### src/hdl/rv_pkg.sv
package rv_pkg;

    typedef logic [31:0] word_t;     // data, address or instruction
    typedef logic [4:0]  reg_addr_t;

    // result functions first, branch conditions after
    typedef enum logic [4:0] {
        ALU_ADD,
        ALU_SUB,
        ALU_AND,
        ALU_OR,
        ALU_XOR,
        ALU_SLL,
        ALU_SRL,
        ALU_SRA,
        ALU_SLT,
        ALU_SLTU,
        ALU_JALR,  // add, bit 0 cleared
        BR_BEQ,
        BR_BNE,
        BR_BLT,
        BR_BGE,
        BR_BLTU,
        BR_BGEU
    } alu_op_e;

    typedef enum logic {
        OP1_RS1,
        OP1_PC
    } op1_sel_e;

    typedef enum logic [2:0] {
        OP2_RS2,
        OP2_IMI,
        OP2_IMS,
        OP2_IMJ,
        OP2_IMU
    } op2_sel_e;

    typedef enum logic [1:0] {
        WB_ALU,
        WB_MEM,
        WB_PC     // link address
    } wb_sel_e;

    typedef enum logic [1:0] {
        FETCH,
        EXEC,
        MEM
    } seq_state_e;

    // major opcodes
    localparam logic [6:0] OPC_LOAD   = 7'b0000011;
    localparam logic [6:0] OPC_STORE  = 7'b0100011;
    localparam logic [6:0] OPC_OP     = 7'b0110011;
    localparam logic [6:0] OPC_OP_IMM = 7'b0010011;
    localparam logic [6:0] OPC_BRANCH = 7'b1100011;
    localparam logic [6:0] OPC_JAL    = 7'b1101111;
    localparam logic [6:0] OPC_JALR   = 7'b1100111;
    localparam logic [6:0] OPC_LUI    = 7'b0110111;
    localparam logic [6:0] OPC_AUIPC  = 7'b0010111;

endpackage

### src/hdl/rv_decoder.sv
module rv_decoder (
    input  rv_pkg::word_t     inst_i,
    output rv_pkg::reg_addr_t rs1_o,
    output rv_pkg::reg_addr_t rs2_o,
    output rv_pkg::reg_addr_t rd_o,
    output rv_pkg::word_t     imm_o,
    output rv_pkg::alu_op_e   alu_op_o,
    output rv_pkg::op1_sel_e  op1_sel_o,
    output rv_pkg::op2_sel_e  op2_sel_o,
    output rv_pkg::wb_sel_e   wb_sel_o,
    output logic              rf_wen_o,
    output logic              is_load_o,
    output logic              is_store_o,
    output logic              is_branch_o,
    output logic              is_jump_o,
    output rv_pkg::word_t     br_imm_o
);
    import rv_pkg::*;

    logic [6:0] opcode;
    logic [2:0] funct3;
    logic [6:0] funct7;
    logic       f7_zero;
    logic       f7_alt;
    logic       op_ok;
    logic       op_imm_ok;
    alu_op_e    alu_fn;
    word_t      imm_i, imm_s, imm_j, imm_u;

    assign opcode = inst_i[6:0];
    assign funct3 = inst_i[14:12];
    assign funct7 = inst_i[31:25];

    assign imm_i    = {{20{inst_i[31]}}, inst_i[31:20]};
    assign imm_s    = {{20{inst_i[31]}}, inst_i[31:25], inst_i[11:7]};
    assign imm_j    = {{11{inst_i[31]}}, inst_i[31], inst_i[19:12], inst_i[20], inst_i[30:21], 1'b0};
    assign imm_u    = {inst_i[31:12], 12'b0};
    assign br_imm_o = {{19{inst_i[31]}}, inst_i[31], inst_i[7], inst_i[30:25], inst_i[11:8], 1'b0};

    assign f7_zero   = (funct7 == 7'b0000000);
    assign f7_alt    = (funct7 == 7'b0100000);
    assign op_ok     = f7_zero || (f7_alt && (funct3 == 3'b000 || funct3 == 3'b101));
    assign op_imm_ok = (funct3 == 3'b001) ? f7_zero :
                       (funct3 == 3'b101) ? (f7_zero || f7_alt) : 1'b1;

    // funct3 map shared by OP and OP_IMM
    always_comb begin
        case (funct3)
            3'b000:  alu_fn = (opcode == OPC_OP && f7_alt) ? ALU_SUB : ALU_ADD;
            3'b001:  alu_fn = ALU_SLL;
            3'b010:  alu_fn = ALU_SLT;
            3'b011:  alu_fn = ALU_SLTU;
            3'b100:  alu_fn = ALU_XOR;
            3'b101:  alu_fn = f7_alt ? ALU_SRA : ALU_SRL;
            3'b110:  alu_fn = ALU_OR;
            default: alu_fn = ALU_AND;
        endcase
    end

    always_comb begin
        rs1_o       = inst_i[19:15];
        rs2_o       = inst_i[24:20];
        rd_o        = inst_i[11:7];
        alu_op_o    = ALU_ADD;
        op1_sel_o   = OP1_RS1;
        op2_sel_o   = OP2_RS2;
        wb_sel_o    = WB_ALU;
        rf_wen_o    = 1'b0;   // unknown encodings fall through as no-ops
        is_load_o   = 1'b0;
        is_store_o  = 1'b0;
        is_branch_o = 1'b0;
        is_jump_o   = 1'b0;
        case (opcode)
            OPC_OP: begin
                rf_wen_o = op_ok;
                alu_op_o = alu_fn;
            end
            OPC_OP_IMM: begin
                rf_wen_o  = op_imm_ok;
                alu_op_o  = alu_fn;
                op2_sel_o = OP2_IMI;
            end
            OPC_LOAD: begin
                op2_sel_o = OP2_IMI;
                wb_sel_o  = WB_MEM;
                is_load_o = (funct3 == 3'b010);  // lw only
                rf_wen_o  = (funct3 == 3'b010);
            end
            OPC_STORE: begin
                op2_sel_o  = OP2_IMS;
                is_store_o = (funct3 == 3'b010);
            end
            OPC_BRANCH: begin
                is_branch_o = (funct3[2:1] != 2'b01);
                case (funct3)
                    3'b000:  alu_op_o = BR_BEQ;
                    3'b001:  alu_op_o = BR_BNE;
                    3'b100:  alu_op_o = BR_BLT;
                    3'b101:  alu_op_o = BR_BGE;
                    3'b110:  alu_op_o = BR_BLTU;
                    3'b111:  alu_op_o = BR_BGEU;
                    default: alu_op_o = ALU_ADD;
                endcase
            end
            OPC_JAL: begin
                op1_sel_o = OP1_PC;
                op2_sel_o = OP2_IMJ;
                wb_sel_o  = WB_PC;
                rf_wen_o  = 1'b1;
                is_jump_o = 1'b1;
            end
            OPC_JALR: begin
                alu_op_o  = ALU_JALR;
                op2_sel_o = OP2_IMI;
                wb_sel_o  = WB_PC;
                rf_wen_o  = (funct3 == 3'b000);
                is_jump_o = (funct3 == 3'b000);
            end
            OPC_LUI: begin
                rs1_o     = '0;         // x0 + imm_u
                op2_sel_o = OP2_IMU;
                rf_wen_o  = 1'b1;
            end
            OPC_AUIPC: begin
                op1_sel_o = OP1_PC;
                op2_sel_o = OP2_IMU;
                rf_wen_o  = 1'b1;
            end
            default: ;
        endcase
    end

    always_comb begin
        case (op2_sel_o)
            OP2_IMI: imm_o = imm_i;
            OP2_IMS: imm_o = imm_s;
            OP2_IMJ: imm_o = imm_j;
            OP2_IMU: imm_o = imm_u;
            default: imm_o = '0;
        endcase
    end

endmodule

### src/hdl/rv_regfile.sv
module rv_regfile #(
    parameter int REG_COUNT = 32
) (
    input  logic              clk,
    input  logic              rst_n,
    input  rv_pkg::reg_addr_t rs1_i,
    input  rv_pkg::reg_addr_t rs2_i,
    output rv_pkg::word_t     rs1_data_o,
    output rv_pkg::word_t     rs2_data_o,
    input  logic              we_i,
    input  rv_pkg::reg_addr_t rd_i,
    input  rv_pkg::word_t     rd_data_i,
    output rv_pkg::word_t     gp_o
);
    import rv_pkg::*;

    word_t regs [REG_COUNT];

    // indices past the file read as zero, x0 reads its cleared entry
    assign rs1_data_o = (int'(rs1_i) < REG_COUNT) ? regs[rs1_i] : '0;
    assign rs2_data_o = (int'(rs2_i) < REG_COUNT) ? regs[rs2_i] : '0;
    assign gp_o       = regs[3];

    always_ff @(posedge clk) begin
        if (!rst_n) begin
            for (int i = 0; i < REG_COUNT; i++) begin
                regs[i] <= '0;
            end
        end else if (we_i && rd_i != '0 && int'(rd_i) < REG_COUNT) begin
            regs[rd_i] <= rd_data_i;
        end
    end

    // x0 survives every writeback from the core
    a_x0_zero: assert property (
        @(posedge clk) disable iff (!rst_n) regs[0] == '0
    );

endmodule

### src/hdl/rv_alu.sv
module rv_alu (
    input  rv_pkg::alu_op_e op_i,
    input  rv_pkg::word_t   a_i,
    input  rv_pkg::word_t   b_i,
    output rv_pkg::word_t   result_o,
    output logic            br_taken_o
);
    import rv_pkg::*;

    logic [4:0] shamt;
    logic       eq;
    logic       lt_s;
    logic       lt_u;
    word_t      sum;

    assign shamt = b_i[4:0];
    assign eq    = (a_i == b_i);
    assign lt_s  = ($signed(a_i) < $signed(b_i));
    assign lt_u  = (a_i < b_i);
    assign sum   = a_i + b_i;

    always_comb begin
        case (op_i)
            ALU_ADD:  result_o = sum;
            ALU_SUB:  result_o = a_i - b_i;
            ALU_AND:  result_o = a_i & b_i;
            ALU_OR:   result_o = a_i | b_i;
            ALU_XOR:  result_o = a_i ^ b_i;
            ALU_SLL:  result_o = a_i << shamt;
            ALU_SRL:  result_o = a_i >> shamt;
            ALU_SRA:  result_o = $signed(a_i) >>> shamt;
            ALU_SLT:  result_o = {31'b0, lt_s};
            ALU_SLTU: result_o = {31'b0, lt_u};
            ALU_JALR: result_o = {sum[31:1], 1'b0};
            default:  result_o = '0;  // branch ops produce no result
        endcase
    end

    always_comb begin
        case (op_i)
            BR_BEQ:  br_taken_o = eq;
            BR_BNE:  br_taken_o = !eq;
            BR_BLT:  br_taken_o = lt_s;
            BR_BGE:  br_taken_o = !lt_s;
            BR_BLTU: br_taken_o = lt_u;
            BR_BGEU: br_taken_o = !lt_u;
            default: br_taken_o = 1'b0;
        endcase
    end

endmodule

### src/hdl/rv_sequencer.sv
module rv_sequencer #(
    parameter rv_pkg::word_t RESET_PC  = 32'h0000_0000,
    parameter rv_pkg::word_t EXIT_ADDR = 32'h0000_1000
) (
    input  logic          clk,
    input  logic          rst_n,
    input  logic          is_load_i,
    input  logic          is_store_i,
    input  logic          is_branch_i,
    input  logic          is_jump_i,
    input  logic          rf_wen_i,
    input  logic          br_taken_i,
    input  rv_pkg::word_t alu_result_i,
    input  rv_pkg::word_t br_imm_i,
    output rv_pkg::word_t pc_o,
    output logic          rf_we_o,
    output logic          dmem_wen_o,
    output logic          exit_o
);
    import rv_pkg::*;

    seq_state_e state;
    word_t      pc;
    word_t      pc_plus4;
    word_t      next_pc;
    logic       mem_access;
    logic       commit;

    assign pc_o       = pc;
    assign exit_o     = (pc == EXIT_ADDR);
    assign pc_plus4   = pc + 32'd4;
    assign mem_access = is_load_i || is_store_i;

    assign next_pc = (is_branch_i && br_taken_i) ? pc + br_imm_i :
                     is_jump_i                   ? alu_result_i :
                                                   pc_plus4;

    // last cycle of the instruction
    assign commit = (state == EXEC && !mem_access) || state == MEM;

    assign rf_we_o    = (state == EXEC && rf_wen_i && !is_load_i)
                     || (state == MEM && rf_wen_i && is_load_i);
    assign dmem_wen_o = (state == MEM) && is_store_i;  // single-cycle strobe

    always_ff @(posedge clk) begin
        if (!rst_n) begin
            state <= FETCH;
            pc    <= RESET_PC;
        end else begin
            case (state)
                FETCH: begin
                    if (!exit_o) begin  // parked at exit
                        state <= EXEC;
                    end
                end
                EXEC: begin
                    state <= mem_access ? MEM : FETCH;
                end
                MEM: begin
                    state <= FETCH;
                end
                default: state <= FETCH;
            endcase
            if (commit) begin
                pc <= next_pc;
            end
        end
    end

    // strobe belongs to the store decoded in the EXEC cycle before
    a_wen_in_mem: assert property (
        @(posedge clk) disable iff (!rst_n)
        dmem_wen_o |-> state == MEM && $past(state) == EXEC && $stable(pc)
    );

    a_wen_one_cycle: assert property (
        @(posedge clk) disable iff (!rst_n) dmem_wen_o |=> !dmem_wen_o
    );

    a_pc_aligned: assert property (
        @(posedge clk) disable iff (!rst_n) pc[1:0] == 2'b00
    );

endmodule

### src/hdl/rv_core.sv
module rv_core #(
    parameter rv_pkg::word_t RESET_PC  = 32'h0000_0000,
    parameter rv_pkg::word_t EXIT_ADDR = 32'h0000_1000,
    parameter int            REG_COUNT = 32
) (
    input  logic          clk,
    input  logic          rst_n,
    output rv_pkg::word_t imem_addr_o,
    input  rv_pkg::word_t imem_inst_i,
    output rv_pkg::word_t dmem_addr_o,
    input  rv_pkg::word_t dmem_rdata_i,
    output rv_pkg::word_t dmem_wdata_o,
    output logic          dmem_wen_o,
    output logic          exit_o,
    output rv_pkg::word_t gp_o
);
    import rv_pkg::*;

    reg_addr_t rs1, rs2, rd;
    word_t     rs1_data, rs2_data;
    word_t     imm, br_imm;
    word_t     pc, pc_plus4;
    word_t     op1, op2;
    word_t     alu_result;
    word_t     wb_data;
    alu_op_e   alu_op;
    op1_sel_e  op1_sel;
    op2_sel_e  op2_sel;
    wb_sel_e   wb_sel;
    logic      rf_wen, rf_we;
    logic      is_load, is_store, is_branch, is_jump;
    logic      br_taken;

    assign imem_addr_o  = pc;
    assign dmem_addr_o  = alu_result;
    assign dmem_wdata_o = rs2_data;
    assign pc_plus4     = pc + 32'd4;

    assign op1 = (op1_sel == OP1_PC) ? pc : rs1_data;
    assign op2 = (op2_sel == OP2_RS2) ? rs2_data : imm;

    always_comb begin
        case (wb_sel)
            WB_MEM:  wb_data = dmem_rdata_i;
            WB_PC:   wb_data = pc_plus4;  // jal/jalr link
            default: wb_data = alu_result;
        endcase
    end

    rv_decoder u_decoder (
        .inst_i(imem_inst_i), .rs1_o(rs1), .rs2_o(rs2), .rd_o(rd),
        .imm_o(imm), .alu_op_o(alu_op), .op1_sel_o(op1_sel), .op2_sel_o(op2_sel),
        .wb_sel_o(wb_sel), .rf_wen_o(rf_wen), .is_load_o(is_load),
        .is_store_o(is_store), .is_branch_o(is_branch), .is_jump_o(is_jump),
        .br_imm_o(br_imm)
    );

    rv_regfile #(.REG_COUNT(REG_COUNT)) u_regfile (
        .clk(clk), .rst_n(rst_n), .rs1_i(rs1), .rs2_i(rs2),
        .rs1_data_o(rs1_data), .rs2_data_o(rs2_data),
        .we_i(rf_we), .rd_i(rd), .rd_data_i(wb_data), .gp_o(gp_o)
    );

    rv_alu u_alu (
        .op_i(alu_op), .a_i(op1), .b_i(op2),
        .result_o(alu_result), .br_taken_o(br_taken)
    );

    rv_sequencer #(.RESET_PC(RESET_PC), .EXIT_ADDR(EXIT_ADDR)) u_sequencer (
        .clk(clk), .rst_n(rst_n),
        .is_load_i(is_load), .is_store_i(is_store),
        .is_branch_i(is_branch), .is_jump_i(is_jump),
        .rf_wen_i(rf_wen), .br_taken_i(br_taken),
        .alu_result_i(alu_result), .br_imm_i(br_imm),
        .pc_o(pc), .rf_we_o(rf_we), .dmem_wen_o(dmem_wen_o), .exit_o(exit_o)
    );

endmodule

### config.mk
export PLATFORM = sky130hd
export DESIGN_NAME = rv_core
export DESIGN_NICKNAME = d
export VERILOG_FILES = /design/src/hdl/rv_pkg.sv /design/src/hdl/rv_decoder.sv /design/src/hdl/rv_regfile.sv /design/src/hdl/rv_alu.sv /design/src/hdl/rv_sequencer.sv /design/src/hdl/rv_core.sv
export SDC_FILE = /design/constraint.sdc
export NUM_CORES = 2
export LEC_CHECK = 0
export BUFFER_PORTS_ARGS = -buffer_cell sky130_fd_sc_hd__buf_4
export CELL_PAD_IN_SITES_DETAIL_PLACEMENT = 1
export CELL_PAD_IN_SITES_GLOBAL_PLACEMENT = 1
export CORE_AREA = 2 2 449 451
export CTS_CLUSTER_DIAMETER = 60
export DETAILED_ROUTE_END_ITERATION = 16
export DIE_AREA = 0 0 451 453
export MAX_ROUTING_LAYER = met4
export PLACE_DENSITY = 0.6
export SYNTH_ARGS = -nofsm -noshare
export SYNTH_HDL_FRONTEND = slang
export SYNTH_SLANG_ARGS = --single-unit
### constraint.sdc
create_clock -name clk -period 8.8 [get_ports clk]
set_input_delay 0.44 -clock clk [delete_from_list [all_inputs] [get_ports clk]]
set_output_delay 0.44 -clock clk [all_outputs]
set_load 0.005 [all_outputs]
# [Word level (Yosys, flattened, before mapping)]
# Memory sizes are Yosys's and may differ from the RTL's.
# Cells that the tools add are included.
[op_classes] addsub=4 mul=0 n_div=0 magnitude_cmp=2 eq_ne=45 shift=3 muxes=34 bitwise_logic=3 n_reduce_logical=34
[ops] cell="32-bit case mux with 11 select lines" n=1
[ops] cell="32-bit two-way mux" n=5
[ops] cell="32-bit case mux with 4 select lines" n=1
[ops] cell="32-bit adder" n=2
[ops] cell="32-bit < comparator" n=2
[ops] cell="32-bit case mux with 2 select lines" n=1
[ops] cell="5-bit by 4-bit == test with 1-bit output, second input constant" n=8
[ops] cell="5-bit case mux with 7 select lines" n=1
[ops] cell="32-bit by 3-bit adder with 32-bit output, second input constant" n=1
[ops] cell="32-bit AND" n=1
[ops] cell="32-bit by 13-bit == test with 1-bit output, second input constant" n=1
[ops] cell="32-bit == test" n=1
[ops] cell="32-bit OR" n=1
[ops] cell="32-bit OR reduction" n=1
[ops] cell="32-bit by 5-bit left shift with 32-bit output" n=1
[ops] cell="32-bit by 5-bit >> shifter with 32-bit output" n=1
[ops] cell="32-bit by 5-bit >>> shifter with 32-bit output" n=1
[ops] cell="32-bit subtractor" n=1
[ops] cell="32-bit bitwise XOR" n=1
[ops] cell="5-bit case mux with 6 select lines" n=1
[ops] cell="7-bit by 6-bit == test with 1-bit output, second input constant" n=4
[ops] cell="7-bit == test, second input constant" n=3
[ops] cell="5-bit by 3-bit == test with 1-bit output, second input constant" n=4
[ops] cell="3-bit == test, second input constant" n=5
[ops] cell="30 further kinds" n=76
[word_totals] reg_bits=34 latch_bits=0 mem_bits_rw=1024 mem_bits_ro=0 output_inout_bits=130 word_cells=128 n_memories=1
[mem_list] name="u_regfile.regs" words=32 width=32 read_ports=3 rd_ports_with_merged_regs=0 write_ports=32 line_no="rv_regfile.sv:17" text="word_t regs [REG_COUNT];"

# [Depth between registers and ports, before layout]
[depth] ltp_word=14 depth_mapped=30 ltp_nobuf=22

# [Hierarchy]
# From an unflattened synthesis, not the netlist that was laid out.
[hier_totals] hier_cells=6891 area_unflattened_um2=71492.3
[modules_own_cells] mod="rv_regfile" n_inst=1 cells_each=4609 area_per_inst_um2=55610.8 seq_area_each_um2=30749.5
[modules_own_cells] mod="rv_alu" n_inst=1 cells_each=1300 area_per_inst_um2=8735.9 seq_area_each_um2=0.0
[modules_own_cells] mod="rv_sequencer" n_inst=1 cells_each=570 area_per_inst_um2=4090.2 seq_area_each_um2=680.7
[modules_own_cells] mod="rv_core" n_inst=1 cells_each=251 area_per_inst_um2=1930.6 seq_area_each_um2=0.0
[modules_own_cells] mod="rv_decoder" n_inst=1 cells_each=161 area_per_inst_um2=1124.8 seq_area_each_um2=0.0

# [Worst setup path after synthesis]
# OpenSTA, ideal clock, no wires.
[synth_timing] path_kind="input port to flip-flop" startpoint="input port imem_inst_i[20]" endpoint="memory u_regfile.regs[10][27] in the netlist's numbering, data pin" arrival_time_ns=6.779 required_time_ns=8.534 slack_ns=1.755 stages=27 n_path_buf=10 path_cell_list="buf_2 buf_6 buf_4 buf_6 buf_6 clkbuf_1 buf_2 buf_1 mux4_2 mux4_2 mux2_2 a22o_1 ha_1 clkbuf_1 o21bai_1 a21oi_1 nor2_1 a2111o_1 and4_1 o41ai_1 a31oi_1 and2_1 o22ai_1 o211ai_1 o21ai_1 buf_4 nor2_1"
[synth_rtl] item="start, declared" line_no="rv_core.sv:9" text="input rv_pkg::word_t imem_inst_i,"
[synth_rtl] item="end, declared" line_no="rv_regfile.sv:17"

# [Worst setup path in the final report]
[layout_timing] startpoint="input port imem_inst_i[3]" endpoint="output port dmem_addr_o[26]"
[layout_via] elab_chain_len=8
[layout_lines] item="7-bit by 5-bit == test with 1-bit output, or another cell as far along" line_no="rv_decoder.sv:73" text="case (opcode)"
[layout_lines] item="3-bit OR reduction (no source line) / 2-bit OR reduction (equally long branches)"
[layout_lines] item="3-bit case mux with 4 select lines" line_no="rv_decoder.sv:73"
[layout_lines] item="3-bit == test, or another cell as far along" line_no="rv_decoder.sv:134" text="case (op2_sel_o)"
[layout_lines] item="32-bit case mux with 4 select lines" line_no="rv_decoder.sv:134"
[layout_lines] item="32-bit two-way mux" line_no="rv_core.sv:40" text="assign op2 = (op2_sel == OP2_RS2) ? rs2_data : imm;"
[layout_lines] item="32-bit adder, or another cell as far along" line_no="rv_alu.sv:20" text="assign sum = a_i + b_i;"
[layout_lines] item="32-bit case mux with 11 select lines *" line_no="rv_alu.sv:23" text="case (op_i)"
[layout_lines] item="end, declared" line_no="rv_core.sv:10" text="output rv_pkg::word_t dmem_addr_o,"
# Every way passes the cells marked *; elsewhere a longest branch is shown, timed or not.

==> run_results.csv <==
group,metric,value,unit
place,io_buffers,195,
clock_network,cts_hold_buf,0,
synth,yosys.area_share.simple,13.2,%
clock_network,cts_max_level,3,
worst_setup_path,worstPathArrival,7.91,ns
grt,grt_pass1_wl,524,mm
place,gp_routability_congestion,1.05,
worst_hold_path,worst_hold_startpoint,"imem_inst_i[8]",
worst_setup_path,worstPathBufferInverterCount,7,
synth,async_reset_ff_share,0,%
synth,avgSynthCellArea,11.0,um2
place,dpl.cell_count,8987,
floorplanning,die_y,453,um
worst_setup_path,rr_endpoint,"u_regfile.regs[31][27]",
layout,fin_cells,9236,
clock_network,postCtsSetupRepairBufs,0,
worst_setup_path,reg2reg_depth,19,
clock_network,clockRootBuffer,"clkbuf_16",
grt,antenna_found_initial,25,
sta,slew_viol_final,0,
synth,synth_fa_ha_area_share,2.44,%
worst_setup_path,cp.required,8.36,ns
layout,drive_gt1_share,22.5,%
clock_network,clockBufferDepth,3,
sta,rsz0062_at_grt,"no",
job,max-cap-violations,0,
clock_network,clkTransAtPathRegs,0.07,ns
detailed_routing,via_per_inst,6.85,
clock_network,clock_latency,0.79,ns
sta,setup_viol,0,
grt,globalRouteOverflowTotal,0,
clock_network,numCtsBuffers,119,
detailed_routing,drt_iter0_drc,9757,
floorplanning,dieWidth,451,um
sta,period_share,94.9,%
synth,synth.distinct_cells,121,
power,p_total,16.8,mW
layout,final_nets,6652,
worst_setup_path,cp_slowest_cell,"nand4b_1",
floorplanning,io_pins,196,
grt,grt_pass1_vias,61700,
sta,fmax,0.120,GHz
synth,ys_seq_area_share,45.2,%
clock_network,clock_sinks,1058,
synth,synth_cells,6333,
grt,grt_max_degree,64,
synth,ys_warn_count,0,
worst_setup_path,path_cells,"buf_4 > nand4b_1 > buf_4 > nor2_4 > buf_4 > buf_4 > nor2_1 > o311ai_1 > nand4b_1 > inv_1 > ha_1 > nand2_1 > nor3_1 > nor3b_1 > a21oi_1 > buf_4 > o21ai_0 > xnor2_1 > nor2_1 > or4_4 > or3_1 > buf_4",
clock_network,cts_tree,"done",
power,pwr_density_cell,212,nW/um2
floorplanning,core,199000,um2
worst_hold_path,hold_path_depth,4,
worst_setup_path,critPathKind,"in -> out",
detailed_routing,dr_total_vias,63300,
sta,skew,0.0460,ns
synth,synth_edf_count,1024,
detailed_routing,ant_nets,0,
worst_setup_path,cp_top_family,"simple AND/OR/NAND/NOR gates",
sta,worst_slack,0.453,ns
layout,syn2layout_area_growth,14.4,%
sta,worst_slew_pin_slew,1.36,ns
floorplanning,die_area,204000,um2
grt,grt.total_usage,38.0,%
detailed_routing,wl_per_cell,42.2,um
worst_hold_path,hold_end,"u_sequencer.pc_o[1]",
power,power.leakage,29.5,nW
place,place_ws,0.697,ns
run_status,status,"completed",
place,hpwlAfterDp,263,mm
floorplanning,start_util,34.9,%
sta,setup-tns-final,0,ns
synth,synth_mux_area_share,18.5,%
worst_hold_path,hp-class,"in -> reg",
synth,synth_xor_area_share,0.882,%
worst_setup_path,regToRegStartpoint,"u_regfile.regs[3][17]",
sta,relSlewSlack,8.47,%
synth,netlist_area,69500,um2
synth,synth_compound_area_share,14.6,%
detailed_routing,routed_wl,389,mm
synth,yosys_register_bits,1058,
power,peakVddDrop,175,uV
worst_setup_path,start_kind,"input port",
layout,fin_util,39.9,%
synth,synth_top_family_by_area,"multiplexers",
worst_setup_path,worstPathMaxFanout,18,
detailed_routing,drcViolationCount,0,
synth,synth-main-ff-cell,"edfxtp_1",
worst_setup_path,end_kind,"output pin",
sta,finalHoldViolCount,0,
clock_network,cts-resized-gates,0,
worst_setup_path,crit_path_max_incr_delay,0.68,ns
floorplanning,row_count,164,
worst_setup_path,reg2reg_slack,1.37,ns
sta,fin_crit,8.35,ns
worst_setup_path,crit_top_cell,"buf_4",
detailed_routing,dr.pass1.iters,6,
## placed cells by master, fill, tap and decap left out, types with 36 or more instances in the layout
cell	n
nand2_4	53
a21oi_1	302
inv_1	149
a31oi_1	62
nor2_1	1278
edfxtp_1	1024
mux2i_1	291
a211oi_1	67
or2_2	59
o211ai_1	76
clkbuf_16	122
nand2b_1	36
buf_4	514
mux4_2	395
o22ai_1	49
a211o_1	53
nor3_1	112
buf_12	39
nand2_1	286
ha_1	130
a221o_1	49
a221oi_1	84
o21ai_0	198
a22oi_1	84
mux2_2	82
nand3_1	91
xnor2_1	44
## cell type report
type | count | area, um2
diodes | 23 | 57.6
clock buffers | 135 | 3100
clock inverters | 91 | 845
fillers | 21400 | 120000
inverters | 159 | 613
multi-input cells | 4556 | 35400
flip-flops and latches | 1058 | 31400
well taps | 2656 | 3320
repair buffers | 558 | 4710
## report_power, final
part | total (mW) | internal [mW] | switching [mW] | leakage [nW]
clock | 5.19 | 2.89 | 2.30 | 1.93
combinational | 5.79 | 1.76 | 4.04 | 16.7
sequential | 5.85 | 5.70 | 0.149 | 10.8
## layer usage
layer	routed length [um]	vias to the layer above	track usage, %
met5	0	-	-
met4	30200	0	24.6
met3	45100	1332	9.58
met2	169000	4717	55.6
met1	145000	32800	46.8
li1	-	24400	-
## flip-flops by register name, indices dropped and copies added (netlist names)
register	count
u_sequencer.state	2
u_sequencer.pc_o	32
u_regfile.regs	1024
## cells by family (layout without fill, tap and decap cells)
logic type,Yosys count,count (layout)
compound gates,1414,1414
mux,777,777
simple gates,2129,2129
other cells,1,55
flops,1058,1058
fa+ha+maj,134,134
xor+xnor,70,70
buf+inv,750,943
## cell usage after synthesis, drive strengths merged, types with 14 or more instances
cell type | number | share of area, %
buf | 319 | 2.8
o22ai | 49 | 0.44
and3 | 25 | 0.23
nand4 | 20 | 0.18
dfxtp | 34 | 0.98
mux2i | 295 | 4.3
nor3 | 116 | 0.84
o21bai | 17 | 0.18
xnor2 | 44 | 0.55
o311ai | 28 | 0.37
a32oi | 18 | 0.25
a221oi | 88 | 1.2
ha | 131 | 2.4
a21boi | 14 | 0.16
a21o | 35 | 0.38
mux2 | 86 | 1.4
edfxtp | 1024 | 44
xor2 | 26 | 0.33
a211o | 53 | 0.67
inv | 157 | 0.85
o31ai | 22 | 0.32
o21ai | 232 | 1.7
a2111oi | 26 | 0.45
nor2 | 1290 | 7.0
o221ai | 34 | 0.47
a211oi | 69 | 0.77
nand2b | 36 | 0.32
a31oi | 66 | 0.63
o211ai | 84 | 0.96
nor2b | 24 | 0.22
nand3 | 92 | 0.67
or2 | 59 | 0.53
o21a | 14 | 0.15
nand2 | 351 | 1.9
o2111ai | 16 | 0.20
clkbuf | 272 | 1.5
a22oi | 84 | 0.91
nor4 | 29 | 0.28
a221o | 49 | 0.71
mux4 | 396 | 13
a21oi | 307 | 2.2
## through the flow
step	hold WS, ns	instance area (um2)
final	0.189	79500
after global routing	0.195	79500
after CTS	0.138	79400
after detailed placement	0.440	75500
after global placement	0.435	75500
after floorplan	0.416	69600
## worst min-delay path: cells and delay by family
| family | cells | cell delay [ns] |
|---|---|---|
| fa+ha+maj | 1 | 0.14 |
| compound gates | 2 | 0.19 |
| buf+inv | 1 | 0.16 |
## worst max path at each step
stage               depth (start not counted)  slack [ns]                endpoint             from
global route                               22        0.50         dmem_addr_o[26]   imem_inst_i[3]
global placement                           25        0.74    u_sequencer.pc_o[14]   imem_inst_i[3]
finish                                     22        0.45         dmem_addr_o[26]   imem_inst_i[3]
floorplan                                  27        1.75  u_regfile.regs[10][27]  imem_inst_i[20]
detailed placement                         25        0.70    u_sequencer.pc_o[14]   imem_inst_i[3]
CTS                                        22        0.82         dmem_addr_o[26]   imem_inst_i[3]
(Power assumes the default switching activity.)
